$ cat src/rtl/capture_pkg.sv
package capture_pkg;

	// incoming audio samples are signed two's complement
	localparam int sample_width = 16;

	// one captured frame spans this many consecutive accepted samples
	localparam int frame_len = 256;

	// an in-frame index addresses every sample of a frame
	localparam int index_width = $clog2(frame_len);

	// each sample is kept as one offset-binary byte taken from its upper bits
	localparam int byte_width = 8;

	// the top address bit selects one of the two frame halves of the ping-pong buffer
	localparam int buf_addr_width = index_width + 1;

	// capture FSM
	// armed waits for a sample that is non-negative right after a negative one
	// active stores every valid sample until the frame is full
	// waiting holds the finished frame until the readout is idle and takes it
	typedef enum logic [1:0] {
		armed   = 2'b00,
		active  = 2'b01,
		waiting = 2'b10
	} capture_state_t;

	// the encoding 2'b11 is never entered, the FSM falls back to armed if it shows up

	// the readout walks the same frame length and index width, so a frame
	// written by capture is always read back in full

	// both sides keep their own half bit and flip it on the frame handshake,
	// which keeps capture and readout on opposite halves without a shared port

endpackage

$ cat src/rtl/display_pkg.sv
package display_pkg;

	// the horizontal coordinate is the sample's position inside its frame
	localparam int point_x_width = capture_pkg::index_width;

	// the vertical coordinate is the stored byte itself
	localparam int point_y_width = capture_pkg::byte_width;

	// adding this to the signed upper byte gives offset binary
	// so a zero sample lands in the middle of the screen
	localparam logic [point_y_width-1:0] y_bias = {1'b1, {(point_y_width - 1){1'b0}}};

	// a point with the most negative sample draws at y == 0 and the most
	// positive one at y == 255, x runs left to right across one frame

	// the first point of a frame always has x == 0 and holds the crossing sample

	// the last point of a frame has x == 2**point_x_width - 1, the display
	// can use it to know that the trace is complete

	// points travel under valid/ready, the coordinates stay stable while a
	// point is offered and not yet taken

endpackage

$ cat src/rtl/point_skid.sv
`timescale 1ns/1ns

module point_skid import display_pkg::*; (
	input  logic                     clk,
	input  logic                     reset,
	input  logic                     in_valid,
	output logic                     in_ready,
	input  logic [point_x_width-1:0] in_x,
	input  logic [point_y_width-1:0] in_y,
	output logic                     point_valid,
	input  logic                     point_ready,
	output logic [point_x_width-1:0] point_x,
	output logic [point_y_width-1:0] point_y
);

	logic                     spare_valid; // a point is parked behind the output register
	logic [point_x_width-1:0] spare_x;
	logic [point_y_width-1:0] spare_y;
	logic                     out_free;    // the output register can load this cycle
	logic                     in_take;     // upstream point accepted this cycle

	// ready comes straight from a flop, point_ready never reaches upstream in one cycle
	assign in_ready = !spare_valid;
	assign in_take  = in_valid && in_ready;
	assign out_free = !point_valid || point_ready;

	always_ff @(posedge clk) begin
		if (reset) begin
			point_valid <= 1'b0;
			spare_valid <= 1'b0;
		end else if (out_free) begin
			// the spare drains first, upstream is held off while it is full
			point_valid <= spare_valid || in_take;
			spare_valid <= 1'b0;
		end else if (in_take) begin
			spare_valid <= 1'b1; // output is stalled, park the new point
		end
	end

	// coordinates only, no control in here
	always_ff @(posedge clk) begin
		if (out_free) begin
			point_x <= spare_valid ? spare_x : in_x;
			point_y <= spare_valid ? spare_y : in_y;
		end
		if (!out_free && in_take) begin
			spare_x <= in_x;
			spare_y <= in_y;
		end
	end

	// a stalled point stays on the wires unchanged until the display takes it
	a_hold_on_stall: assert property (@(posedge clk) disable iff (reset)
		point_valid && !point_ready |=> point_valid && $stable(point_x) && $stable(point_y));

endmodule

$ cat config.mk
export PLATFORM = sky130hd
export DESIGN_NAME = point_skid
export DESIGN_NICKNAME = d
export VERILOG_FILES = /design/src/rtl/capture_pkg.sv /design/src/rtl/display_pkg.sv /design/src/rtl/point_skid.sv
export SDC_FILE = /design/constraint.sdc
export NUM_CORES = 1
export LEC_CHECK = 0
export BUFFER_PORTS_ARGS = -buffer_cell sky130_fd_sc_hd__buf_2
export CAP_MARGIN = 0
export CORE_ASPECT_RATIO = 0.8
export CORE_MARGIN = 5
export CORE_UTILIZATION = 43
export DETAILED_ROUTE_END_ITERATION = 12
export PLACE_DENSITY = 0.71
export SYNTH_ARGS = -nofsm -noshare
export SYNTH_HDL_FRONTEND = slang
export SYNTH_SLANG_ARGS = --single-unit
$ cat constraint.sdc
create_clock -name clk -period 2.77 [get_ports clk]
set_input_delay 0.554 -clock clk [delete_from_list [all_inputs] [get_ports clk]]
set_output_delay 0.554 -clock clk [all_outputs]
set_load 0.02 [all_outputs]
After elaboration in Yosys (flattened, before gate mapping)
Index checks and enable logic that the tools add are counted.

Output and inout port bits: 18. Bits in registers: 34.

Reduce and logical (&&, ||, !) cells: 8. Muxes and demuxes: 2.

Operators by type and width (number): 2-to-1 mux 8 bit (2); logical NOT 1 bit (3); logical AND 1 bit (2); logical OR 1 bit (2); OR reduction 2 bit (1).

Logic depth before layout (Yosys ltp)
Gate-level depths: netlist (run 1).

Depth in word-level cells: 4. Depth in mapped cells: 4. Mapped depth without buffers: 2.

Worst setup path after synthesis (run 1)
OpenSTA, ideal clock, no wires.

Kind: in2reg. Start: input port point_ready. End: register spare_x[0] (enable). Buffers on the path: 0. Path slack: 0.006 ns. Cell stages on the path: 2. Setup time: 0.413 ns. Arrival: 2.352 ns. Required time: 2.357 ns. Cell sequence: nand2b_1 nor3b_1.

Longest elaborated chain between the ends: 3.

Ends and longest elaborated chain: start: declaration (RTL line point_skid.sv:11) `input logic point_ready,`; logical OR 1 bit (RTL line point_skid.sv:25) `assign out_free = !point_valid || point_ready;`; logical NOT 1 bit (RTL line point_skid.sv:46) `if (!out_free && in_take) begin`; logical AND 1 bit (RTL line point_skid.sv:46); end signal: assignment (RTL line point_skid.sv:47) `spare_x <= in_x;`; end: declaration (RTL line point_skid.sv:17) `logic [point_x_width-1:0] spare_x;`.

No other way between the ends. A chain may end at the register's enable or synchronous reset.

Final worst setup path (run 1)
Start: register spare_valid. End: output port in_ready.

Longest elaborated chain between the ends: 1.

Ends and longest elaborated chain: start: declaration (RTL line point_skid.sv:16) `logic spare_valid;`; start signal: assignment (RTL line point_skid.sv:30) `spare_valid <= 1'b0;`; start signal: assignment (RTL line point_skid.sv:34) `spare_valid <= 1'b0;`; start signal: assignment (RTL line point_skid.sv:36) `spare_valid <= 1'b1;`; logical NOT 1 bit (RTL line point_skid.sv:23) `assign in_ready = !spare_valid;`; end: declaration (RTL line point_skid.sv:7) `output logic in_ready,`.

No other way between the ends.

==> flow_summary.toml, run 1 <==
[status]
status = "finished, final reports clean"

[synth]
netlist_instances = 58
yosys_warnings = 0
async_reset_ff_share_pct = 0
synth_top_cell_area_share_pct = 75.7
synth_area_per_cell_sq_um = 21.9
ys.flop_type = "edfxtp_1"
ys_seq_area_share_pct = 78.8
synth.area.top_cells = "edfxtp_1 76%, mux2_4 8.3%, mux2_2 8.0%"
ys_ff_latch = 34
synth_top_cell_by_area = "edfxtp_1"
syn-num-nets = 78
synth_edf_count = 32
synth_area_sq_um = 1270
yosys.cell_types.count = 12
synth_most_common_cell = "edfxtp_1"
yosys-top-cells-count = "32 x edfxtp_1, 9 x mux2_2, 7 x mux2_4"

[clock_network]
clock_sink_count = 34
clkLatencyLatePin_ps = 280
cts_setup_buffers = 0
postCtsHoldBufs = 0
cts_root_buffer = "clkbuf_8"
numCtsBuffers = 5
cts_resized = 0
clockBufferDepth = 2
cts_tree = "yes"
htreeDepth = 2
clk_pin_slew_ps = 70

[critical_path]
required_ps = 2220
cp-start-kind = "flip-flop"
max_stage_delay_ps = 540
slowest_stage = "dfxtp_1"
worstSetupPathType = "flip-flop to primary output"
cp_max_fo = 7
cp_cell_sequence = "inv_1 -> buf_2"
end_kind = "primary output"
critPathArrivalTime_ps = 1060

[sta]
whs_ps = 447
worst_pin_slew_ps = 370
rsz0062_at_grt = "no"
max_freq_mhz = 621
post-route-min-period_ps = 1610
fin_setup_tns_ps = 0
finalCritPeriodShare_pct = 58.1
hold_viol = 0
setup_viol = 0
clock_skew_ps = 8.23
slew_viol_final = 0
slew_headroom_pct = 75.3

[route]
drc = 0
drt.antenna.violating_nets = 0
via_count = 628
dr.pass1.iters = 4
via_per_inst = 4.42
post_drt_wl_per_cell_um = 13.9
wirelength_mm = 1.97
drt_iter0_drc = 21

[global_route]
grt_max_degree = 20
grt_usage_pct = 10.4
antenna_found_initial = 0
grt_first_pass_wirelength_mm = 3.14
overflow = 0
grt_pass1_vias = 687

[floorplanning]
ioPinCount = 38
die_h_um = 58.6
die_w_um = 70.8
core_area_sq_um = 2790
die_area_sq_um = 4150
start_util_pct = 45.6
rows = 17

[placed_design]
port_buffers = 37
dpl_cell_area_sq_um = 1500
gp_congestion = 0.664

[flow_run]
cap_violations = 0

[power]
p_per_area_nw_per_um2 = 754
power_mw = 1.24
vdd_drop_max_mv = 0.587
p_leak_nw = 0.649

[layout]
n_fill_cell = 230
seq_area_sq_um = 1000
fin_area_sq_um = 1640
syn2layout_area_growth_pct = 29.3
diodes = 0
final_net_count = 123
multiInputGateArea_sq_um = 239
drive_above_1_share_pct = 62.5

[hold_path]
min_path_type = "primary input to flip-flop"
routing by layer:
metal,GRT usage (%),share of wire [%],vias to the layer above
met5,0,0,-
met4,5.63,0.51,0
met3,5.12,7.8,2
met2,16.5,51,21
met1,11.6,41,292
li1,-,-,313
cell type report:
class | instances | share of cell area (%)
Clock inverter | 2 | 3.66
Sequential cell | 34 | 61.0
Inverter | 1 | 0.229
Multi-Input combinational cell | 21 | 14.6
Timing Repair Buffer | 40 | 12.7
Clock buffer | 6 | 5.03
Tap cell | 38 | 2.90
kinds of logic (layout without fill, tap and decap cells):
group / Yosys count / count (layout) / share of synthesized area, %
flops: 34 / 34 / 78.8
mux: 16 / 16 / 16.3
simple gates: 4 / 4 / 1.77
buf+inv: 3 / 49 / 2.76
compound gates: 1 / 1 / 0.394
stage by stage:
step	setup slack [ps]	utilization, %	cells
2_1_floorplan	5.61	-	58
3_5_place_dp	1000	53.8	134
5_1_grt	1070	58.9	142
6_report	1160	58.9	142
3_3_place_gp	1030	53.8	134
4_1_cts	1130	58.9	142
cell usage in the layout, fill, tap and decap left out:
cell	count
nor2_1	1
nand2b_1	1
mux2_4	7
inv_1	1
bufinv_16	2
clkbuf_8	6
a21oi_1	1
mux2_2	9
nor3b_2	1
edfxtp_1	32
dfxtp_1	2
buf_4	3
nor3_1	1
buf_2	37
where the power goes:
part | switching (mW) | internal, mW | total [mW]
clock | 0.165 | 0.384 | 0.548
sequential | 0.00669 | 0.590 | 0.597
combinational | 0.0515 | 0.0404 | 0.0918
final timing paths:
kind | start | endpoint | slack [ps] | depth (start not counted)
worst max register to register | spare_valid | point_y[7] | 1310 | 2
worst min register to register | spare_y[2] | point_y[2] | 540 | 1
worst max-delay path | spare_valid | in_ready | 1160 | 2
worst min-delay path | reset | point_valid | 450 | 2
registers in the layout (all words and copies together) (netlist names):
name         cells
spare_x          8
point_x          8
point_y          8
spare_valid      1
point_valid      1
spare_y          8
worst max-delay path: cells and delay by family (launching register included):
family                 cells  cell delay [ps]
DFF                        1              540
buffers and inverters      2              230
Note: power is estimated with default switching activity, not from simulation.
==> inputs of run 2 (changes only) <==
--- a/config.mk
+++ b/config.mk
@@ -5,13 +5,14 @@
 export SDC_FILE = /design/constraint.sdc
 export NUM_CORES = 1
 export LEC_CHECK = 0
+export ABC_AREA = 1
 export BUFFER_PORTS_ARGS = -buffer_cell sky130_fd_sc_hd__buf_2
 export CAP_MARGIN = 0
 export CORE_ASPECT_RATIO = 0.8
 export CORE_MARGIN = 5
 export CORE_UTILIZATION = 43
 export DETAILED_ROUTE_END_ITERATION = 12
-export PLACE_DENSITY = 0.71
+export PLACE_DENSITY = 0.68
 export SYNTH_ARGS = -nofsm -noshare
 export SYNTH_HDL_FRONTEND = slang
 export SYNTH_SLANG_ARGS = --single-unit
==> constraint.sdc (replaced) <==
create_clock -name clk -period 1.5 [get_ports clk]
set_input_delay 0.3 -clock clk [delete_from_list [all_inputs] [get_ports clk]]
set_output_delay 0.3 -clock clk [all_outputs]
set_load 0.02 [all_outputs]
==> flow_summary.toml, run 2 <==
[status]
status = "finished, final reports clean"

[hold_path]
holdCritStartpoint = "in_y[5]"
min_path_type = "primary input to flip-flop"
hold_depth = 1
min_to = "spare_y[5]"

[clock_network]
cts_root_buffer = "clkbuf_8"
cts_tree = "yes"
cts_setup_buffers = 0
clock_sink_count = 34
clockBufferDepth = 2
clk_pin_slew_ps = 60
numCtsBuffers = 5
cts_resized = 0
postCtsHoldBufs = 0
clkLatencyLatePin_ps = 280
htreeDepth = 2

[critical_path]
max_stage_delay_ps = 390
r2r_end = "spare_y[3]"
cp.buffers_inverters = 1
cp_cell_sequence = "inv_8 -> nand2_1 -> nor2_4"
worstSetupPathType = "flip-flop to flip-flop"
cp_max_fo = 18
cp-start-kind = "flip-flop"
r2r_slack_ps = 170
path_delay_family = "simple AND/OR/NAND/NOR gates"
worstReg2RegStart = "spare_valid"
critPathArrivalTime_ps = 1260
worst-r2r-cell-count = 3
slowest_stage = "nor2_4"
required_ps = 1430
end_kind = "flip-flop"

[route]
dr.pass1.iters = 4
wl_met2_mm = 1.15
drt.antenna.violating_nets = 0
via_per_inst = 4.46
drt_iter0_drc = 32
wl_met3_um = 110
drc = 0
drt-met1-wl_um = 793
via_count = 793
post_drt_wl_per_cell_um = 12.0
wirelength_mm = 2.13
highest_layer = "met4"

[global_route]
overflow = 0
grt_first_pass_wirelength_mm = 3.49
grt_max_degree = 19
grt_usage_pct = 11.7
antenna_found_initial = 0
grt_pass1_vias = 806

[synth]
syn-num-nets = 116
synth_area_per_cell_sq_um = 13.3
ys.flop_type = "edfxtp_1"
yosys.area_share.simple_pct = 16.8
synth_compound_area_share_pct = 0.391
synthAdderAreaFrac_pct = 0
yosys-top-cells-count = "48 x nand2_1, 32 x edfxtp_1, 3 x nand2_2, 3 x nor2_1"
synth.area.top_cells = "edfxtp_1 75%, nand2_1 14%, dfxtp_1 3.1%"
synth_area_sq_um = 1280
synth_top_cell_area_share_pct = 75.1
ys_ff_latch = 34
synth.area.mux_share_pct = 0
yosys_warnings = 0
async_reset_ff_share_pct = 0
synth_top_cell_by_area = "edfxtp_1"
yosys.cell_types.count = 12
synth_xor_area_share_pct = 0
ys_seq_area_share_pct = 78.2
synth_most_common_cell = "nand2_1"
netlist_instances = 96
synth_top_family_by_area = "simple AND/OR/NAND/NOR gates"
synth_edf_count = 32

[placed_design]
dpl_cell_area_sq_um = 1500
place_inst = 170
port_buffers = 37
gp_congestion = 0.703

[sta]
hold_viol = 0
rsz0062_at_grt = "no"
slew_viol_final = 0
max_freq_mhz = 753
setup_viol = 0
finalCritPeriodShare_pct = 88.5
fin_setup_tns_ps = 0
slew_headroom_pct = 69.8
worst_pin_slew_ps = 451
post-route-min-period_ps = 1330
clock_skew_ps = 1.94

[power]
p_leak_nw = 0.695
vdd_drop_max_mv = 0.688
power_mw = 1.90
p_per_area_nw_per_um2 = 1210

[floorplanning]
rows = 17
start_util_pct = 45.6
ioPinCount = 38
die_area_sq_um = 4170
core_area_sq_um = 2810
die_h_um = 58.8
die_w_um = 71

[layout]
syn2layout_area_growth_pct = 23.4
final_net_count = 159
fin_area_sq_um = 1580
final_common_cell = "nand2_1"
final_cells = 178
drive_above_1_share_pct = 36.4
diodes = 0
mostFrequentLayoutCells = "47 x nand2_1, 37 x buf_2, 32 x edfxtp_1"

[flow_run]
cap_violations = 0
run 2: cell count changes after synthesis, sizes merged:
cell    previous run  this run
mux2              16         0
nor2               1         3
inv                1         3
o21ai              0         1
nor3b              1         0
nand3              0         1
nand2              0        51
nand2b             1         0
clkbuf             0         1
nor3               1         0
a21oi              1         0
run 2: how the worst max path moves through the flow:
stage	start	to	slack, ps	depth (start not counted)
2_1_floorplan	point_valid	spare_x[0]	90	2
3_3_place_gp	spare_valid	spare_x[6]	200	3
3_5_place_dp	spare_valid	spare_x[5]	160	3
4_1_cts	spare_valid	spare_y[2]	130	3
5_1_grt	spare_valid	spare_x[0]	90	3
6_report	spare_valid	spare_y[3]	170	3
run 2: final cells by class:
class                   instances  area (sq um)
clock buffers                   6          72.6
well taps                      38          47.5
flip-flops and latches         34          1000
inverters                       3          18.8
multi-input cells              56           230
fillers                       254          1230
repair buffers                 39           200
clock inverters                 2          8.76
run 2: through the flow:
stage	setup WS [ps]	hold slack (ps)	utilization (%)
detailed placement	163	497	53.3
global placement	198	495	53.3
CTS	134	196	56.2
global route	94.6	187	56.2
finish	173	208	56.2
floorplan	87.7	399	-
run 2: logic make-up (layout without fill, tap and decap cells):
group,Yosys count,count (layout)
simple gates,55,55
compound gates,1,1
buf+inv,6,50
flops,34,34
run 2: report_power, final:
group	internal (mW)	switching [mW]	leakage, nW
Clock	0.318	0.294	0.0426
Combinational	0.0624	0.120	0.324
Sequential	1.10	0.0127	0.328
Total	1.48	0.426	0.695
run 2: per-layer routing:
| metal | up-vias | GRT usage (%) |
|---|---|---|
| li1 | 405 | - |
| met1 | 360 | 10.9 |
| met2 | 21 | 20.1 |
| met3 | 7 | 4.10 |
| met4 | 0 | 11.3 |
| met5 | - | 0 |
