<file path="config.mk">
export PLATFORM = sky130hd
export DESIGN_NAME = wave_readout
export DESIGN_NICKNAME = d
export VERILOG_FILES = /design/src/rtl/capture_pkg.sv /design/src/rtl/display_pkg.sv /design/src/rtl/wave_readout.sv
export SDC_FILE = /design/constraint.sdc
export NUM_CORES = 1
export LEC_CHECK = 0
export ABC_AREA = 1
export BUFFER_PORTS_ARGS = -buffer_cell sky130_fd_sc_hd__buf_2
export CAP_MARGIN = 20
export CORE_MARGIN = 2
export CORE_UTILIZATION = 41
export DETAILED_ROUTE_END_ITERATION = 10
export PLACE_DENSITY = 0.74
export RECOVER_POWER = 25
export REMOVE_ABC_BUFFERS = 1
export SYNTH_ARGS = -nofsm -noshare
export SYNTH_HDL_FRONTEND = slang
export SYNTH_SLANG_ARGS = --single-unit
</file>
<file path="constraint.sdc">
create_clock -name clk -period 1.18 [get_ports clk]
set_input_delay 0.236 -clock clk [delete_from_list [all_inputs] [get_ports clk]]
set_output_delay 0.236 -clock clk [all_outputs]
set_load 0.02 [all_outputs]
</file>
<file path="src/rtl/capture_pkg.sv">
package capture_pkg;

	// incoming audio samples are signed two's complement
	localparam int sample_width = 16;

	// one captured frame spans this many consecutive accepted samples
	localparam int frame_len = 256;

	// an in-frame index addresses every sample of a frame
	localparam int index_width = $clog2(frame_len);

	// each sample is kept as one offset-binary byte taken from its upper bits
	localparam int byte_width = 8;

	// the top address bit selects one of the two frame halves of the ping-pong buffer
	localparam int buf_addr_width = index_width + 1;

	// capture FSM
	// armed waits for a sample that is non-negative right after a negative one
	// active stores every valid sample until the frame is full
	// waiting holds the finished frame until the readout is idle and takes it
	typedef enum logic [1:0] {
		armed   = 2'b00,
		active  = 2'b01,
		waiting = 2'b10
	} capture_state_t;

	// the encoding 2'b11 is never entered, the FSM falls back to armed if it shows up

	// the readout walks the same frame length and index width, so a frame
	// written by capture is always read back in full

	// both sides keep their own half bit and flip it on the frame handshake,
	// which keeps capture and readout on opposite halves without a shared port

endpackage

</file>
<file path="src/rtl/display_pkg.sv">
package display_pkg;

	// the horizontal coordinate is the sample's position inside its frame
	localparam int point_x_width = capture_pkg::index_width;

	// the vertical coordinate is the stored byte itself
	localparam int point_y_width = capture_pkg::byte_width;

	// adding this to the signed upper byte gives offset binary
	// so a zero sample lands in the middle of the screen
	localparam logic [point_y_width-1:0] y_bias = {1'b1, {(point_y_width - 1){1'b0}}};

	// a point with the most negative sample draws at y == 0 and the most
	// positive one at y == 255, x runs left to right across one frame

	// the first point of a frame always has x == 0 and holds the crossing sample

	// the last point of a frame has x == 2**point_x_width - 1, the display
	// can use it to know that the trace is complete

	// points travel under valid/ready, the coordinates stay stable while a
	// point is offered and not yet taken

endpackage

</file>
<file path="src/rtl/wave_readout.sv">
`timescale 1ns/1ns

module wave_readout import capture_pkg::*, display_pkg::*; (
	input  logic                      clk,
	input  logic                      reset,
	input  logic                      frame_valid,
	output logic                      frame_ready,
	output logic                      rd_en,
	output logic [buf_addr_width-1:0] rd_addr,
	input  logic [byte_width-1:0]     rd_data,
	output logic                      in_valid,
	input  logic                      in_ready,
	output logic [point_x_width-1:0]  in_x,
	output logic [point_y_width-1:0]  in_y
);

	logic                   busy;       // a frame is being walked
	logic                   rd_half;    // flips on every frame transfer, like the capture half
	logic [index_width-1:0] rd_idx;     // next index to fetch from the buffer
	logic                   issued_all; // the read of the last index has gone out
	logic                   pending;    // rd_data holds a point the skid has not taken yet
	logic                   take;       // the skid accepts the pending point on this cycle

	assign frame_ready = !busy; // idle means the previous frame has fully left

	assign take = pending && in_ready;

	// a new read is allowed once the ram output register is free or being emptied
	// so there is never more than one read in flight
	assign rd_en = busy && !issued_all && (!pending || in_ready);

	// rd_half already flipped on the transfer, the frame to read sits in the other half
	assign rd_addr = {~rd_half, rd_idx};

	assign in_valid = pending;
	assign in_y     = rd_data; // held by the ram while rd_en stays low

	always_ff @(posedge clk) begin
		if (reset) begin
			busy       <= 1'b0;
			rd_half    <= 1'b0;
			rd_idx     <= '0;
			issued_all <= 1'b0;
			pending    <= 1'b0;
		end else if (!busy) begin
			// frame handshake, capture flips its own half on this same edge
			if (frame_valid) begin
				busy       <= 1'b1;
				rd_half    <= ~rd_half;
				rd_idx     <= '0;
				issued_all <= 1'b0;
			end
		end else if (rd_en) begin
			rd_idx  <= rd_idx + 1'b1;
			pending <= 1'b1; // data shows up next cycle, any old point was just taken
			if (rd_idx == index_width'(frame_len - 1)) begin
				issued_all <= 1'b1;
			end
		end else if (take) begin
			pending <= 1'b0;
			if (in_x == point_x_width'(frame_len - 1)) begin
				busy <= 1'b0; // last point of the frame went to the skid
			end
		end
	end

	// x of the point that is loading into the ram output register
	always_ff @(posedge clk) begin
		if (rd_en) begin
			in_x <= rd_idx;
		end
	end

	// between frames no point is offered, so every frame starts with an empty ram register
	a_idle_quiet: assert property (@(posedge clk) disable iff (reset)
		frame_ready |-> !in_valid);

endmodule

</file>
* Yosys cells after proc, flatten, opt, wreduce, memory -nomap -nowiden *
Cells that the tools add are included.

storage, ports and cells
  latch bits = 0
  memories = 0
  word-level logic and storage cells = 40
  memory bits (writable) = 0
  output and inout bits = 28
  ROM bits = 0
  input port bits = 12
  flip-flop bits (word level) = 20

cells by class
  eq/ne operators = 4
  $lt $le $gt $ge = 0
  add/sub/neg operators = 1
  bitwise logic cells = 2
  divide/modulo/power cells = 0
  reduce and logical (&&, ||, !) cells = 13
  shift operators = 0
  muxes and demuxes = 14
  $mul = 0

operators with widths
  kind                                           count
  two-way mux 8 bit                              3
  == test 8 bit, second input constant           2
  two-way mux 1 bit                              11
  adder 8 x 1 -> 8 bit, second input constant    1
  AND reduction 2 bit                            3
  nonzero test 2 bit                             2
  logical AND 1 bit                              3
  logical NOT 1 bit                              3
  AND reduction 3 bit                            1
  != test 2 x 1 -> 1 bit, second input constant  1
  != test 2 bit, second input constant           1
  NOT 1 bit                                      2
  logical OR 1 bit                               1

* Logic depth before layout (Yosys ltp) *
Gate-level depths: netlist (run 1).

  depth in word-level cells = 5
  depth in mapped cells = 9
  mapped depth without buffers = 9

* Worst setup path after synthesis (run 1) *
OpenSTA, ideal clock, no wires.

  kind = register -> register
  from = reg busy
  to = reg in_x[0], enable pin
  data required time = 0.818 ns
  buffers on the path = 0
  stages on the path, launching flop included = 5
  setup slack = -0.147 ns
  library setup time = 0.362 ns
  clock period less this slack = 1.327 ns
  data arrival time = 0.965 ns
  cell sequence = dfxtp_1 -> inv_2 -> nor2_4 -> nand2_2 -> inv_1

between the ends
  cells in the longest elaborated chain, start to end = 2

ends and longest elaborated chain
  item                            RTL line            source
  start, declared                 wave_readout.sv:17  logic busy;
  start signal, assigned          wave_readout.sv:40  busy <= 1'b0;
  start signal, assigned          wave_readout.sv:48  busy <= 1'b1;
  start signal, assigned          wave_readout.sv:62  busy <= 1'b0;
  logical AND 1 bit (2 in a row)  wave_readout.sv:30  assign rd_en = busy && !issued_all && (!pending || in_ready);
  via rd_en                       wave_readout.sv:8   output logic rd_en,
  end signal, assigned            wave_readout.sv:70  in_x <= rd_idx;
  end, declared                   wave_readout.sv:13  output logic [point_x_width-1:0] in_x,

The timed path passes the listed nets, and every way through them passes these cells.
A chain may end at the register's enable or synchronous reset.

* Worst setup path in the final report (run 1) *
  from = reg pending, in the netlist in_valid
  to = out rd_en

between the ends
  cells in the longest elaborated chain, start to end = 3

ends and longest elaborated chain
  item                    RTL line            source
  start, declared         wave_readout.sv:21  logic pending;
  start signal, assigned  wave_readout.sv:44  pending <= 1'b0;
  start signal, assigned  wave_readout.sv:55  pending <= 1'b1;
  start signal, assigned  wave_readout.sv:60  pending <= 1'b0;
  logical NOT 1 bit       wave_readout.sv:30
  logical OR 1 bit        wave_readout.sv:30
  logical AND 1 bit       wave_readout.sv:30
  end, declared           wave_readout.sv:8

No other way between the ends.

==> results of run 1 <==
routing by layer:
| metal | global-route usage, % | wire [µm] | share of wire [%] | vias to the layer above |
|---|---|---|---|---|
| li1 | - | - | - | 390 |
| met1 | 16.20 | 850 | 38 | 378 |
| met2 | 26.19 | 1209 | 54 | 35 |
| met3 | 4.971 | 131 | 5.8 | 8 |
| met4 | 7.658 | 54 | 2.4 | 0 |
| met5 | 0 | 0 | 0 | - |
state kept, by name (all words and copies together), names as in the netlist:
| register | flops |
|---|---|
| in_valid | 1 |
| rd_idx | 8 |
| issued_all | 1 |
| busy | 1 |
| in_x | 8 |
| rd_half | 1 |
worst paths after layout:
path | start | to | slack, ps | cells after the start
min | reset | rd_idx[1]$_SDFFE_PP0P_ | 160 | 2
max reg2reg | in_valid$_SDFFE_PP0P_ | in_valid$_SDFFE_PP0P_ | -40 | 6
max | in_valid$_SDFFE_PP0P_ | rd_en | -150 | 4
min reg2reg | rd_half$_SDFFE_PP0P_ | rd_half$_SDFFE_PP0P_ | 480 | 2
power breakdown:
part | internal (mW) | switching [mW]
registers | 0.747 | 0.0173
logic | 0.103 | 0.155
clock network | 0.344 | 0.223
total | 1.19 | 0.395
critical path: cells and delay by family (launching register included):
kind	cells	cell delay (ps)
buffers and inverters	2	250
DFF	1	360
and+or+nand+nor	2	170
repair_timing:
item,CTS,global route
pin swaps,1,8
buffers inserted,1,1
resized for setup,10,40
hold buffers,0,0
hold endpoints to repair,0,0
setup endpoints to repair,11,21
synth_stat cells:
library cell | n | area, µm²
inv_1 | 15 | 56.30
nand2_1 | 20 | 75.07
nor2_1 | 8 | 30.03
o21ai_2 | 1 | 8.760
edfxtp_1 | 8 | 240.2
a21oi_1 | 10 | 50.05
ha_1 | 1 | 12.51
nand3b_1 | 1 | 7.510
xor2_1 | 1 | 8.760
nor2_4 | 1 | 11.26
nand2_4 | 3 | 33.78
dfxtp_1 | 12 | 240.2
nand2_2 | 1 | 6.260
buf_4 | 8 | 60.06
inv_2 | 1 | 3.750
nor3_1 | 3 | 15.01
nand4_1 | 2 | 12.51
clkinv_1 | 1 | 3.750
o21ai_0 | 5 | 25.02
nand3_1 | 2 | 10.01
per-stage QoR:
stage	setup WS [ps]	util (%)	cell area (µm²)	hold WS, ps	power [mW]
after floorplan	-147.1	-	850.8	305.1	0.8915
after global placement	-8.770	50.44	1084	451.7	0.9704
after detailed placement	-69.08	50.44	1084	465.1	0.9748
after CTS	-120.2	54.46	1170	141.6	1.532
after global routing	-184.7	60.63	1303	145.5	1.645
final	-146.2	60.63	1303	155.5	1.589
area by class of cell:
type / count / area share, %
Clock buffer: 3 / 1.729
Clock inverter: 1 / 2.305
Inverter: 17 / 5.379
Multi-Input combinational cell: 59 / 29.78
Sequential cell: 20 / 38.23
Tap cell: 28 / 2.690
Timing Repair Buffer: 36 / 19.88
cells by family (layout without fill, tap and decap cells):
logic type / count (synthesis) / in the layout / share of synthesized area (%)
buf+inv: 25 / 57 / 13.60
fa+ha+maj: 1 / 1 / 1.373
compound gates: 16 / 16 / 9.203
flops: 20 / 20 / 52.75
xor+xnor: 1 / 1 / 0.9617
simple gates: 41 / 41 / 22.12
==> summary.txt, run 1 <==
Outcome -> finished, violations left
Violated checks -> setup timing
Commonest non-fill, non-tap cell in the layout -> buf_2
Worst setup EP type -> output port
Detail Placement HPWL -> 1336 µm
Filler cells -> 165
CP Cell Sequence -> nand2_1 -> nand2_2 -> clkinvlp_4 -> buf_6
Placed insts -> 158
Vias in the first global route -> 728
Slew Limit Fails -> 0
Max Cap Viol -> 0
Clock root cell -> clkbuf_4
Placer Congestion -> 0.7996
Latest clock arrival within the worst-skew pair -> 310 ps
Area of the multi-input gates -> 387.9 µm²
DRC errors left -> 0
Worst Tran Pin Value -> 241.7 ps
I/O pins -> 40
Slew HR -> 83.72%
Slowest cell on the critical path -> dfxtp_2
Post-route minimum period -> 1326 ps
CTS tree -> built
Final-report hold violation count -> 0
Drt initial violations -> 4
Worst EP required -> 940 ps
Critical setup path kind -> reg2out
GRT Resource Usage Total -> 15.08%
DIE AREA -> 0.002615 mm²
Initial antenna violation count -> 0
Unrepaired setup endpoints after global routing -> yes
Clock Path Buffers -> 2
Netlist cell types -> 20
Setup TNS -> -464.6 ps
Wirelength per Cell -> 13.69 µm
H-tree Lvls -> 1
Post-synthesis sequential area ratio -> 52.75%
Final antenna-violating net count -> 0
Core area -> 0.002148 mm²
Port Buffer Count -> 23
Fmax -> 754.0 MHz
CP Launch Type -> register
Area delta synth->final -> 42.99%
Tcrit/Tclk final -> 112.4%
Final Skew -> 8.421 ps
Vias/cell -> 4.945
Initial Utilization -> 42.40%
Chip Width -> 51.14 µm
Final std cells w/o fill -> 164
First-pass GRT wire length -> 2987 µm
LEAKAGE -> 0.5704 nW
Netlist Area Pre-Place -> 910.9 µm²
Most frequent cells in the layout -> 18 x buf_2, 17 x nand2_1, 12 x inv_1
Die H -> 51.14 µm
Fin worst setup slack -> -146.2 ps
Min-Delay Path Class -> in2reg
Proportion of layout cells with a drive suffix above 1 -> 54.41%
Largest net degree at the start of global routing -> 13
Vias after detailed routing -> 811
CTS Sinks -> 20
Clk slew on worst S/H paths -> 120 ps
Yosys warning total -> 0
TritonCTS Buffers -> 3
WL final -> 2245 µm
Crit-path max cell delay -> 360 ps
Mapped Cells -> 104
WP data arrival -> 1090 ps
Register area -> 498.0 µm²
# rows -> 17
Drt pass-1 iters -> 4
Final Net Count -> 150
Top fanout value on the critical path -> 3
Grt ovf -> 0
Synth Register Bits -> 20
Final setup vio count -> 11
VDD IR-drop max -> 744.1 µV
# diodes -> 0
Synth Area per Inst -> 8.758 µm²
Power per cell area -> 1220 mW/mm²
No activity file was read; power rests on OpenSTA's default activity.
==> run 2, diff against run 1 <==
--- a/config.mk
+++ b/config.mk
@@ -13,7 +13,6 @@
 export DETAILED_ROUTE_END_ITERATION = 10
 export PLACE_DENSITY = 0.74
 export RECOVER_POWER = 25
-export REMOVE_ABC_BUFFERS = 1
 export SYNTH_ARGS = -nofsm -noshare
 export SYNTH_HDL_FRONTEND = slang
 export SYNTH_SLANG_ARGS = --single-unit
==> run 2 against run 1 <==
The flow still finishes with violations (setup timing). Sequential cell count did not move. Sequential share of layout area rose by 1.1 points. Cell area fell by 2.8%. Utilization fell by 1.7 points. Largest power group unchanged. Cell count fell by 1.2%. Highest routed layer unchanged. Critical endpoint unchanged.
==> summary.txt, run 2 (synthesis gave the netlist of run 1 again) <==
Crit-path max cell delay -> 370 ps (about the same)
Vias/cell -> 4.827 (-2.4%)
Fmax -> 773.2 MHz (+2.5%)
CTS Sinks -> 20 (unchanged)
Slew HR -> 83.52% (-0.20 points)
Sw frac -> 25.13% (+0.25 points)
Post-route minimum period -> 1293 ps (-32.84 ps)
Max Cap Viol -> 0 (unchanged)
Worst EP required -> 940 ps (about the same)
Total Power -> 1.600 mW (+0.73%)
Vias after detailed routing -> 782 (-3.6%)
Slew Limit Fails -> 0 (unchanged)
Seq pwr share -> 47.8% (-0.3 points)
# diodes -> 0 (unchanged)
Initial antenna violation count -> 0 (unchanged)
WL final -> 2047 µm (-8.8%)
Clock Path Buffers -> 2 (unchanged)
Area delta synth->final -> 39.01%
Detail Placement HPWL -> 1394 µm (+4.3%)
Commonest non-fill, non-tap cell in the layout -> buf_2
Final Net Count -> 148 (-1.3%)
Outcome -> finished, violations left
CTS tree -> built
GRT Resource Usage Total -> 16.00% (+0.92 points)
Latest clock arrival within the worst-skew pair -> 310 ps (about the same)
Internal power -> 1.198 mW (+0.40%)
Clock power frac -> 35.8% (about the same)
Final-report hold violation count -> 0 (unchanged)
Final setup vio count -> 3 (-8)
DRC errors left -> 0 (unchanged)
Worst hold slack -> 160.8 ps (+5.267 ps)
Drt pass-1 iters -> 4 (unchanged)
Vias in the first global route -> 709 (-2.6%)
Syn nets -> 117
Dpl cell area -> 0.001061 mm² (-2.1%)
Min-Delay Path Class -> in2reg
Gate power share -> 16.3% (about the same)
Post-layout instance area -> 0.001266 mm² (-2.8%)
Final antenna-violating net count -> 0 (unchanged)
Top Registers -> in_x: 8 flops, rd_idx: 8 flops
Violated checks -> setup timing
Power per cell area -> 1264 mW/mm² (+3.6%)
Top fanout value on the critical path -> 2 (-1)
Wirelength per Cell -> 12.64 µm (-7.7%)
Port Buffer Count -> 23 (unchanged)
I/O pins -> 40 (unchanged)
Grt ovf -> 0 (unchanged)
Initial Utilization -> 42.40% (unchanged)
Worst setup EP type -> output port
TritonCTS Buffers -> 3 (unchanged)
Placer Congestion -> 0.7693 (-3.8%)
Die H -> 51.14 µm (unchanged)
Unrepaired setup endpoints after global routing -> yes
LEAKAGE -> 0.5335 nW (-6.5%)
First-pass GRT wire length -> 3042 µm (+1.8%)
Setup TNS -> -179.1 ps (+285.5 ps)
VDD IR-drop max -> 759.6 µV (+2.1%)
Util after Layout -> 58.94% (-1.7 points)
Chip Width -> 51.14 µm (unchanged)
Critical path startpoint -> busy$_SDFF_PP0_
Largest net degree at the start of global routing -> 13 (unchanged)
Clock root cell -> clkbuf_4
Worst Tran Pin Value -> 247.0 ps (+5.273 ps)
Slowest cell on the critical path -> dfxtp_2
R2R Path Start -> rd_idx[0]$_SDFFE_PP0P_
DIE AREA -> 0.002615 mm² (unchanged)
# rows -> 17 (unchanged)
Drt initial violations -> 11 (+7)
Core area -> 0.002148 mm² (unchanged)
Worst hold start -> reset
CP Launch Type -> register
Proportion of layout cells with a drive suffix above 1 -> 55.22% (+0.81 points)
Tcrit/Tclk final -> 109.6% (-2.8 points)
Clk slew on worst S/H paths -> 120 ps (about the same)
Switching Power -> 0.4022 mW (+1.7%)
Most frequent cells in the layout -> 19 x buf_2, 16 x nand2_1, 11 x inv_1
CP Cell Sequence -> inv_4 -> nor2_4 -> nand2_4 -> clkinvlp_4 -> buf_6
H-tree Lvls -> 1 (unchanged)
Fin worst setup slack -> -113.4 ps (+32.84 ps)
WP data arrival -> 1060 ps (-30 ps)
Critical setup path kind -> reg2out
Final Skew -> 6.531 ps (-1.890 ps)
run 2: path summary, 6_finish.rpt:
check                                 end  slack (ps)  cells past startpoint
hold reg to reg      rd_half$_SDFFE_PP0P_         500                      2
hold / removal     rd_idx[1]$_SDFFE_PP0P_         160                      2
setup reg to reg  issued_all$_SDFFE_PP0P_         -30                      5
setup / recovery                    rd_en        -110                      5
run 2: metal layers:
layer  wire length (µm)  vias up  GRT usage (%)
li1                   -      392              -
met1                830      353          18.22
met2               1048       32          27.49
met3                121        5          2.924
met4                 46        0          9.910
met5                  0        -              0
run 2: what timing repair did:
item | CTS | global route
gates cloned | 0 | 0
resized for setup | 8 | 32
pin swaps | 1 | 8
buffers inserted | 3 | 4
endpoints found under the setup margin | 3 | 22
hold buffers | 0 | 0
run 2: cell type report:
| class | instances | area, µm² |
|---|---|---|
| repair buffers | 34 | 230.2 |
| flip-flops and latches | 20 | 498.0 |
| clock buffers | 3 | 22.52 |
| multi-input cells | 59 | 380.4 |
| well taps | 28 | 35.03 |
| clock inverters | 1 | 30.03 |
| fillers | 186 | 882.1 |
| inverters | 17 | 70.07 |
run 2: power by group through the flow:
stage,combinational (mW),clock [mW],sequential (mW)
detailed placement,0.192,0,0.782
floorplan,0.130,0,0.811
global placement,0.190,0,0.780
finish,0.261,0.574,0.765
CTS,0.216,0.578,0.768
global route,0.282,0.601,0.771
run 2: per-stage QoR:
| step | setup WS, ps | cells |
|---|---|---|
| floorplan | 4.067 | 104 |
| global placement | 41.25 | 152 |
| detailed placement | 18.77 | 152 |
| CTS | -153.1 | 159 |
| global route | -165.9 | 162 |
| finish | -113.4 | 162 |
run 2: critical path: cells and delay by family (launching register included):
| family | cells | cell delay (ps) |
|---|---|---|
| AND/OR/NAND/NOR | 2 | 150 |
| buffers and inverters | 3 | 230 |
| flip-flops | 1 | 370 |
