## src/rtl/capture_pkg.sv

```systemverilog
package capture_pkg;

	// incoming audio samples are signed two's complement
	localparam int sample_width = 16;

	// one captured frame spans this many consecutive accepted samples
	localparam int frame_len = 256;

	// an in-frame index addresses every sample of a frame
	localparam int index_width = $clog2(frame_len);

	// each sample is kept as one offset-binary byte taken from its upper bits
	localparam int byte_width = 8;

	// the top address bit selects one of the two frame halves of the ping-pong buffer
	localparam int buf_addr_width = index_width + 1;

	// capture FSM
	// armed waits for a sample that is non-negative right after a negative one
	// active stores every valid sample until the frame is full
	// waiting holds the finished frame until the readout is idle and takes it
	typedef enum logic [1:0] {
		armed   = 2'b00,
		active  = 2'b01,
		waiting = 2'b10
	} capture_state_t;

	// the encoding 2'b11 is never entered, the FSM falls back to armed if it shows up

	// the readout walks the same frame length and index width, so a frame
	// written by capture is always read back in full

	// both sides keep their own half bit and flip it on the frame handshake,
	// which keeps capture and readout on opposite halves without a shared port

endpackage

```

## src/rtl/wave_capture.sv

```systemverilog
`timescale 1ns/1ns

module wave_capture import capture_pkg::*; (
	input  logic                           clk,
	input  logic                           reset,
	input  logic                           sample_valid,
	input  logic signed [sample_width-1:0] sample,
	input  logic                           frame_ready,
	output logic                           frame_valid,
	output logic                           wr_en,
	output logic [buf_addr_width-1:0]      wr_addr,
	output logic [byte_width-1:0]          wr_data
);

	capture_state_t         state;
	logic                   last_negative; // sign of the previous valid sample
	logic [index_width-1:0] count;         // in-frame index of the next write
	logic                   wr_half;       // half of the buffer that is being filled
	logic                   is_negative;   // sign of the sample on the input right now
	logic                   crossing;      // positive zero crossing on this cycle
	logic                   count_last;    // the next write completes the frame

	// the sign bit of a two's complement sample is its top bit
	assign is_negative = sample[sample_width-1];

	// only a valid sample can form a crossing, and only against a valid predecessor
	assign crossing = sample_valid && last_negative && !is_negative;

	assign count_last = (count == index_width'(frame_len - 1));

	// the crossing sample itself is stored, it becomes index 0 of the frame
	assign wr_en = (state == armed && crossing) || (state == active && sample_valid);

	// count is zero while armed, so the crossing write lands at the base of the half
	assign wr_addr = {wr_half, count};

	// upper byte plus 128 is the same as flipping the sign bit of that byte
	assign wr_data = {~sample[sample_width-1], sample[sample_width-2 -: byte_width-1]};

	assign frame_valid = (state == waiting); // a full frame sits in wr_half

	// sign history follows every valid sample, whatever the state
	always_ff @(posedge clk) begin
		if (reset) begin
			last_negative <= 1'b0; // no crossing can fire on the first sample after reset
		end else if (sample_valid) begin
			last_negative <= is_negative;
		end
	end

	// the counter steps on each write and wraps to zero on the last one
	always_ff @(posedge clk) begin
		if (reset) begin
			count <= '0;
		end else if (wr_en) begin
			count <= count + 1'b1;
		end
	end

	always_ff @(posedge clk) begin
		if (reset) begin
			state   <= armed;
			wr_half <= 1'b0;
		end else begin
			case (state)
				armed: begin
					if (crossing) begin
						state <= active; // index 0 is written on this same cycle
					end
				end
				active: begin
					if (sample_valid && count_last) begin
						state <= waiting; // the 256th write just went out
					end
				end
				waiting: begin
					// readout takes this half, capture moves to the other one
					if (frame_ready) begin
						state   <= armed;
						wr_half <= ~wr_half;
					end
				end
				default: begin
					state <= armed;
				end
			endcase
		end
	end

	// only the crossing write of a frame lands on index 0, the active writes fill 1 to 255
	a_write_index: assert property (@(posedge clk) disable iff (reset)
		wr_en |-> (state == armed) == (count == '0));

	// every frame starts at index 0, so the counter must have wrapped before rearming
	a_armed_count_zero: assert property (@(posedge clk) disable iff (reset)
		state == armed |-> count == '0);

endmodule

```

## config.mk

```make
export PLATFORM = sky130hd
export DESIGN_NAME = wave_capture
export DESIGN_NICKNAME = d
export VERILOG_FILES = /design/src/rtl/capture_pkg.sv /design/src/rtl/wave_capture.sv
export SDC_FILE = /design/constraint.sdc
export NUM_CORES = 1
export LEC_CHECK = 0
export ABC_AREA = 1
export BUFFER_PORTS_ARGS = -buffer_cell sky130_fd_sc_hd__buf_2
export CORE_MARGIN = 1.5
export CORE_UTILIZATION = 42
export DETAILED_ROUTE_END_ITERATION = 6
export PLACE_DENSITY = 0.79
export REMOVE_ABC_BUFFERS = 1
export SLEW_MARGIN = 15
export SYNTH_ARGS = -nofsm -noshare
export SYNTH_HDL_FRONTEND = slang
export SYNTH_SLANG_ARGS = --single-unit
```

## constraint.sdc

```tcl
create_clock -name clk -period 1.4 [get_ports clk]
set_input_delay 0 -clock clk [delete_from_list [all_inputs] [get_ports clk]]
set_output_delay 0 -clock clk [all_outputs]
set_load 0.02 [all_outputs]
```

---- After elaboration in Yosys (flattened, before gate mapping) ----
Index checks and enable logic that the tools add are counted.
storage, ports and cells
  register bits after elaboration ......... 12
  bits in latches ......................... 0
  memory bits (writable) .................. 0
  bits in read-only memories .............. 0
  input port bits ......................... 20
  word-level logic and storage cells ...... 27
  memories ................................ 0
operators by class
  add/sub/neg operators ................... 1
  multiply operators ...................... 0
  divide/modulo/power cells ............... 0
  order comparisons ....................... 0
  equal/unequal tests ..................... 6
  shift operators ......................... 0
  multiplexer cells ....................... 4
  bitwise logic cells ..................... 2
  reductions and logical operators ........ 10
operators by type and width
  operator                                                                  number
  8-bit by 1-bit adder with 8-bit output (second input constant)            1
  8-bit == test (second input constant)                                     1
  2-bit two-way mux                                                         3
  2-bit case mux with 3 select lines                                        1
  1-bit logical AND                                                         5
  2-bit inequality test (second input constant)                             2
  3-bit AND reduction                                                       1
  2-bit by 1-bit == test with 1-bit output (second input constant)          1
  2-bit == test (second input constant)                                     1
  2-bit zero test                                                           1
  2-bit by 1-bit inequality test with 1-bit output (second input constant)  1
  1-bit inverter                                                            2
  2-bit AND reduction                                                       1
  1-bit zero test                                                           1
  1-bit logical OR                                                          1

---- Depth between registers and ports, before layout ----
Gate-level depths: netlist (run 1).
  word-level depth ........................ 4
  gate-level depth with buffers ........... 8
  depth with buffers taken out ............ 7

---- Worst setup path after synthesis (run 1) ----
OpenSTA, ideal clock, no wires.
  path type ............................... register to register
  start point ............................. register count[1]
  end point ............................... register state[1]
  setup time .............................. 0.064 ns
  arrival time ............................ 1.262 ns
  required time ........................... 1.336 ns
  slack ................................... 0.074 ns
  stages on the path, launching flop included .. 8
  buffers on the path ..................... 0
  clock period less this slack ............ 1.326 ns
  cell sequence ........................... dfxtp_1 ha_1 nand3_1 nor2_1 nand2_1 nand2_1 nand2_1 nor2_1
between the ends
  word-level cells in the longest chain between the ends .. 4
ends and longest elaborated chain
  element                                                            line                source
  from (decl)                                                        wave_capture.sv:17  logic [index_width-1:0] count;
  from (signal assigned)                                             wave_capture.sv:56  count <= count + 1'b1;
  8-bit == test                                                      wave_capture.sv:29  assign count_last = (count == index_width'(frame_len - 1));
  1-bit logical AND                                                  wave_capture.sv:72  if (sample_valid && count_last) begin
  2-bit by 1-bit inequality test with 1-bit output (no source line)  --
  3-bit AND reduction (no source line)                               --
  to (signal assigned)                                               wave_capture.sv:68  state <= active;
  to (signal assigned)                                               wave_capture.sv:73  state <= waiting;
  to (signal assigned)                                               wave_capture.sv:79  state <= armed;
  to (decl)                                                          wave_capture.sv:15  capture_state_t state;
Every way passes these cells.
A chain may end at the register's enable or synchronous reset.

---- Worst setup path in the final report (run 1) ----
  start point ............................. register state[0]
  end point ............................... output wr_en
between the ends
  word-level cells in the longest chain between the ends .. 3
  elaborated cells on any way between the ends .. 5
ends and longest elaborated chain
  element                                                                             line                source
  from (signal assigned)                                                              wave_capture.sv:62  state <= armed;
  from (signal assigned)                                                              wave_capture.sv:68
  from (signal assigned)                                                              wave_capture.sv:73
  2-bit by 1-bit == test with 1-bit output / 2-bit zero test (equally long branches)  wave_capture.sv:32  assign wr_en = (state == armed && crossing) || (state == active && sample_valid);
  1-bit logical AND                                                                   wave_capture.sv:32
  1-bit logical OR (*)                                                                wave_capture.sv:32
  to (decl)                                                                           wave_capture.sv:10  output logic wr_en,
Every way passes the cells marked *; elsewhere a longest branch is shown, timed or not.

==> results of run 1 <==
## repair_timing
item / 4_1_cts / 5_1_grt
endpoints found under the hold margin: 5 / 0
hold buffers: 2 / 0
endpoints found under the setup margin: 0 / 3
resized for setup: 0 / 3
buffers inserted: 0 / 0
## through the flow
step	hold slack, ns	util [%]	worst slack [ns]	instance area (um2)
after floorplan	0	-	0.0743	631
after global routing	0.000117	51.2	0.0205	790
after global placement	0.000149	47.9	0.131	738
after detailed placement	0.000149	47.9	0.126	738
final	0.000180	51.2	0.0803	790
after CTS	0.000149	50.6	0.0327	781
## report_power, final
group,leakage (nW),switching (W),total [W],internal [W]
combinational,0.237,0.0000592,0.0000945,0.0000353
clock,0.0138,0.000109,0.000209,0.0000994
sequential,0.0972,0.00000804,0.000359,0.000351
total,0.348,0.000177,0.000662,0.000485
## worst register-to-register path, delay by kind of cell, from the launching register on
family / cells / cell delay (ns)
fa+ha+maj: 1 / 0.25
flops: 1 / 0.39
simple gates: 6 / 0.57
## placed cells by master, fill, tap and decap left out
master / count
o21ai_0: 2
nand2_4: 2
dfxtp_1: 12
nand3_1: 9
nand2_1: 20
buf_2: 15
xor2_1: 1
a21oi_1: 1
inv_1: 6
nor3_1: 1
buf_6: 1
buf_4: 1
and3_1: 1
o21ai_2: 1
clkbuf_4: 3
ha_1: 1
nor2_1: 8
nand2_2: 1
a211oi_1: 1
inv_2: 1
a21oi_2: 7
nand4_2: 1
dlygate4sd3_1: 2
nor2_2: 8
## worst paths after layout
kind	endpoint	slack (ns)	cells after the start
max	wr_en	0.08	5
min	wr_data[1]	0.0002	0
max reg2reg	state[1]	0.14	7
min reg2reg	wr_half	0.51	2
## registers in the layout, indices dropped and copies added, names as in the netlist
name,count
last_negative,1
state,2
count,8
wr_half,1
## cell families (layout without fill, tap and decap cells)
logic type | after synthesis | after routing
and+or+nand+nor | 51 | 51
adders and majority gates | 1 | 1
buffers and inverters | 16 | 29
DFF | 12 | 12
xor gates and xnor gates | 1 | 1
AOI/OAI and AO/OA | 12 | 12
## routing by layer
layer  GRT usage (%)  wire length (um)
met1            17.0               535
met5               0                 0
met3            6.94               116
met4            10.9                40
met2            23.5               651
## final cells by class
| cell class | instances | area [um2] | share of cell area, % |
|---|---|---|---|
| flip-flops and latches | 12 | 240 | 30.4 |
| clock buffers | 3 | 22.5 | 2.85 |
| multi-input cells | 65 | 367 | 46.4 |
| well taps | 16 | 20.0 | 2.54 |
| inverters | 7 | 26.3 | 3.33 |
| repair buffers | 19 | 114 | 14.4 |
==> flow_metrics.py, run 1 <==
metrics = {
    "status": {
        "status": "completed",
    },
    "sta": {
        "finalCritPeriodShare_pct": 94.3,
        "tns_ns": 0,
        "setup_viol": 0,
        "rsz0062_at_grt": "false",
        "final_max_slew_viol_count": 0,
        "hold_violations": 0,
        "fmax_mhz": 758,
        "period_needed_ns": 1.32,
        "slew_headroom_pct": 79.8,
        "worst_pin_slew_ns": 0.301,
        "clock_skew_ns": 0.00221,
    },
    "floorplanning": {
        "die_w_um": 44.1,
        "rows": 14,
        "io_pins": 39,
        "core_region_area_mm2": 0.00154,
        "initial_core_util_pct": 46.1,
        "fp.dieH_um": 44.1,
        "die_area_mm2": 0.00195,
    },
    "route": {
        "wl_per_cell_um": 11.0,
        "routed_wl_um": 1340,
        "first_pass_iters": 3,
        "num_vias": 620,
        "drtIter0Drc": 9,
        "via_per_inst": 5.08,
        "drcViolationCount": 0,
        "ant_nets": 0,
    },
    "synth": {
        "muxShareOfSynthArea_pct": 0,
        "syn_avg_cell_area_um2": 7.64,
        "syn_area_um2": 711,
        "synth_top_area_share_pct": 33.8,
        "ys_ff_latch": 12,
        "yosysMostFrequentCell": "nand2_1",
        "synthArstFlopShare_pct": 0,
        "synth_xor_area_share_pct": 1.23,
        "synth.area.top_cells": "dfxtp_1 34%, nand2_1 11%, a21oi_2 8.6%, buf_4 8.5%, nand3_1 6.3%",
        "synth_compound_area_share_pct": 13.0,
        "synth_cell_types": 21,
        "synth_area_leader_cell": "dfxtp_1",
        "synth_commonest_cells": "20 x nand2_1, 12 x dfxtp_1, 9 x nand3_1, 9 x nor2_1, 8 x buf_4",
        "yosysWarnings": 0,
        "synth-adder-area-share_pct": 1.76,
        "synth_cells": 93,
        "synth_simple_gate_area_share_pct": 35.2,
        "yosysSeqAreaShare_pct": 33.8,
        "synth_ff_type": "dfxtp_1",
        "synth_top_family_by_area": "simple AND/OR/NAND/NOR gates",
        "synth_edf_count": 0,
    },
    "flow_run": {
        "drv_cap": 0,
    },
    "power_and_ir_drop": {
        "power.total_w": 0.000662,
        "power.leakage_nw": 0.348,
        "power.density_mw_per_mm2": 838,
        "vdd_drop_max_mv": 0.435,
    },
    "global_routing": {
        "antenna_found_initial": 0,
        "track_usage_pct": 15.4,
        "grt_pass1_vias": 507,
        "gr-total-overflow": 0,
        "grt_pass1_wl_um": 2170,
        "grt_max_degree": 16,
    },
    "setup_path": {
        "slowest_stage": "dfxtp_1",
        "crit_type": "reg2out",
        "cp_num_buf_inv": 2,
        "cp_max_fo": 15,
        "slowest_delay_ns": 0.38,
        "cp_top_family": "simple AND/OR/NAND/NOR gates",
        "worstSetupStartpoint": "state[0]",
        "worstPathRequired_ns": 1.40,
        "r2r_start": "count[1]",
        "start_kind": "register",
        "arrival_ns": 1.32,
        "critPathCaptureType": "output pin",
        "cp_cell_sequence": "inv_2 > nor2_2 > nand2_1 > nand2_4 > buf_6",
    },
    "layout": {
        "fill_cells": 149,
        "layout.cells.non_filler": 122,
        "layout-drive-gt1-share_pct": 38.7,
        "antenna-diode-count": 0,
        "nets": 129,
        "syn_to_final_growth_pct": 11.1,
    },
    "hold_path": {
        "hold_start": "sample[9]",
        "min-delay-path-class": "in2out",
    },
    "place": {
        "dpl.cell_count": 117,
        "port_buffers": 16,
        "post-dp-hpwl_um": 1010,
        "gp_congestion": 0.726,
    },
    "cts": {
        "cts_tree": "done",
        "cts.clk_slew.worst_paths_ns": 0.07,
        "clock_latency_ns": 0.27,
        "clkSinkCount": 12,
        "cts_buffers": 3,
        "h-tree-depth": 1,
        "clock_path_buffers": 2,
        "root_buffer": "clkbuf_4",
    },
}
Power figures use the tool's default switching activity.
==> run 2, diff against run 1 <==
- ABC_AREA: 1 -> 0
- CORE_UTILIZATION: 42 -> 44
- PLACE_DENSITY: 0.79 -> 0.85
- clock period: 1.4 -> 1.68 ns (I/O delays scaled with it)
==> flow_metrics.py, run 2 <==
metrics = {
    "sta": {
        "fmax_mhz": 695,
        "clock_skew_ns": 0.00330,
        "hold_violations": 0,
        "setup_viol": 0,
        "slew_headroom_pct": 79.5,
        "final_max_slew_viol_count": 0,
        "tns_ns": 0,
        "finalCritPeriodShare_pct": 85.7,
        "period_needed_ns": 1.44,
        "worst_pin_slew_ns": 0.308,
        "rsz0062_at_grt": "false",
    },
    "cts": {
        "h-tree-depth": 1,
        "cts-resized-gates": 0,
        "clock_path_buffers": 2,
        "clkSinkCount": 12,
        "root_buffer": "clkbuf_4",
        "clock_latency_ns": 0.27,
        "hold_buffers": 1,
        "cts.clk_slew.worst_paths_ns": 0.07,
        "cts_tree": "done",
        "cts_buffers": 3,
        "cts_setup_buffers": 0,
    },
    "synth": {
        "synth_xor_area_share_pct": 9.72,
        "muxShareOfSynthArea_pct": 3.17,
        "synth_simple_gate_area_share_pct": 20.0,
        "syn_avg_cell_area_um2": 9.14,
        "synth_area_leader_cell": "dfxtp_1",
        "ys_ff_latch": 12,
        "synth_cells": 69,
        "synth_top_area_share_pct": 38.1,
        "synthArstFlopShare_pct": 0,
        "yosysMostFrequentCell": "dfxtp_1",
        "yosysSeqAreaShare_pct": 38.1,
        "synth_edf_count": 0,
        "syn_area_um2": 631,
        "synth_ff_type": "dfxtp_1",
        "synth_top_family_by_area": "simple AND/OR/NAND/NOR gates",
        "yosysWarnings": 0,
        "synth.area.top_cells": "dfxtp_1 38%, buf_4 11%, xor2_1 9.7%, nor2_1 6.0%, o211ai_1 4.8%",
        "synth-adder-area-share_pct": 1.98,
        "synth_cell_types": 25,
        "synth_commonest_cells": "12 x dfxtp_1, 10 x nor2_1, 9 x buf_4, 7 x xor2_1, 4 x o211ai_1",
        "synth_compound_area_share_pct": 13.7,
    },
    "global_routing": {
        "grt_pass1_vias": 430,
        "track_usage_pct": 17.5,
        "antenna_found_initial": 0,
        "grt_max_degree": 14,
        "gr-total-overflow": 0,
        "grt_pass1_wl_um": 1820,
    },
    "setup_path": {
        "start_kind": "register",
        "crit_type": "reg2reg",
        "critPathCaptureType": "register",
        "cp_max_fo": 4,
        "arrival_ns": 1.62,
        "worstPathRequired_ns": 1.86,
    },
    "place": {
        "gp_congestion": 0.806,
        "post-dp-hpwl_um": 893,
        "port_buffers": 16,
    },
    "route": {
        "num_vias": 508,
        "routed_wl_um": 1190,
        "first_pass_iters": 3,
        "drcViolationCount": 0,
        "via_per_inst": 5.35,
        "wl_per_cell_um": 12.6,
        "ant_nets": 0,
        "drtIter0Drc": 11,
    },
    "layout": {
        "syn_to_final_growth_pct": 12.1,
        "nets": 102,
        "layout-drive-gt1-share_pct": 31.3,
        "final_core_util_pct": 53.7,
        "largest_register_ffs": 8,
        "top_regs": "count: 8 flops, state: 2 flops",
        "antenna-diode-count": 0,
        "mostFrequentLayoutCell": "buf_2",
        "top_register": "count",
        "final_cell_mix": "16 x buf_2, 12 x dfxtp_1, 10 x nor2_1",
    },
    "flow_run": {
        "drv_cap": 0,
    },
    "power_and_ir_drop": {
        "vdd_drop_max_mv": 0.516,
        "p_comb_share_pct": 6.7,
        "p_seq_share_pct": 52.4,
        "switching_share_pct": 21.8,
        "p_sw_w": 0.000121,
        "power.density_mw_per_mm2": 786,
        "p_clk_share_pct": 40.9,
        "power.leakage_nw": 0.343,
        "power.internal_w": 0.000434,
        "power.total_w": 0.000556,
    },
    "hold_path": {
        "min-delay-path-class": "in2out",
    },
    "floorplanning": {
        "io_pins": 39,
        "initial_core_util_pct": 47.9,
        "rows": 13,
        "die_w_um": 40.9,
        "core_region_area_mm2": 0.00132,
        "fp.dieH_um": 40.9,
        "die_area_mm2": 0.00167,
    },
    "status": {
        "status": "completed",
    },
}
## run 2: changes by cell type after synthesis, sizes merged, moves of 2 or more
| cell | previous run | this run |
|---|---|---|
| o211ai | 0 | 4 |
| inv | 7 | 2 |
| a21oi | 8 | 2 |
| and4 | 0 | 2 |
| nor2 | 16 | 10 |
| nand2 | 23 | 2 |
| mux2i | 0 | 2 |
| nor2b | 0 | 2 |
| xor2 | 1 | 7 |
| nand3 | 9 | 0 |
## run 2: metal layers
| metal | track usage (%) | part of all wire, % | vias to the layer above | wire length [um] |
|---|---|---|---|---|
| met2 | 23.4 | 43 | 25 | 512 |
| met4 | 7.50 | 1.8 | 0 | 21 |
| met5 | 0 | 0 | - | 0 |
| met3 | 14.7 | 12 | 5 | 148 |
| met1 | 19.5 | 43 | 227 | 510 |
| li1 | - | - | 251 | - |
## run 2: critical path, cell delays in order, from the launching register on
cell and delay (ns):
dfxtp_1 0.34, ha_1 0.23, and4_1 0.22, and4_1 0.21, a2111oi_2 0.34
## run 2: metrics by stage
step | instance area, um2 | hold WS, ns | setup slack [ns] | std cells
floorplan | 554 | 0 | 0.237 | 58
global placement | 661 | 0.000161 | 0.255 | 90
detailed placement | 661 | 0.000161 | 0.259 | 90
CTS | 707 | 0.000161 | 0.222 | 95
global route | 707 | 0.000120 | 0.159 | 95
finish | 707 | 0.000185 | 0.241 | 95
## run 2: cell families after synthesis
| logic type | after synthesis |
|---|---|
| AND/OR/NAND/NOR | 23 |
| flip-flops | 12 |
| adder cells (fa/ha/maj) | 1 |
| buffers and inverters | 13 |
| XOR/XNOR | 7 |
| multiplexers | 2 |
| AO/OA/AOI/OAI | 11 |
## run 2: cell type report
type	instances	area, um2
Inverter	2	7.51
Fill cell	119	611
Multi-Input combinational cell	44	307
Timing Repair Buffer	18	97.6
Sequential cell	12	240
Clock buffer	4	36.3
Tap cell	15	18.8
## run 2: power groups by stage
stage | logic (W) | registers (W) | clock network (W)
2_1_floorplan | 0.0000158 | 0.000299 | 0
4_1_cts | 0.0000371 | 0.000291 | 0.000231
3_3_place_gp | 0.0000338 | 0.000298 | 0
3_5_place_dp | 0.0000353 | 0.000298 | 0
5_1_grt | 0.0000407 | 0.000292 | 0.000250
6_report | 0.0000372 | 0.000291 | 0.000227
## run 2: worst paths after layout
| kind | startpoint | end | slack (ns) | cells after the start |
|---|---|---|---|---|
| worst max-delay path | count[0] | state[0] | 0.24 | 4 |
| worst min-delay path | sample[8] | wr_data[0] | 0.0002 | 0 |
| worst max register to register | count[0] | state[0] | 0.24 | 4 |
| worst min register to register | state[1] | state[0] | 0.50 | 1 |
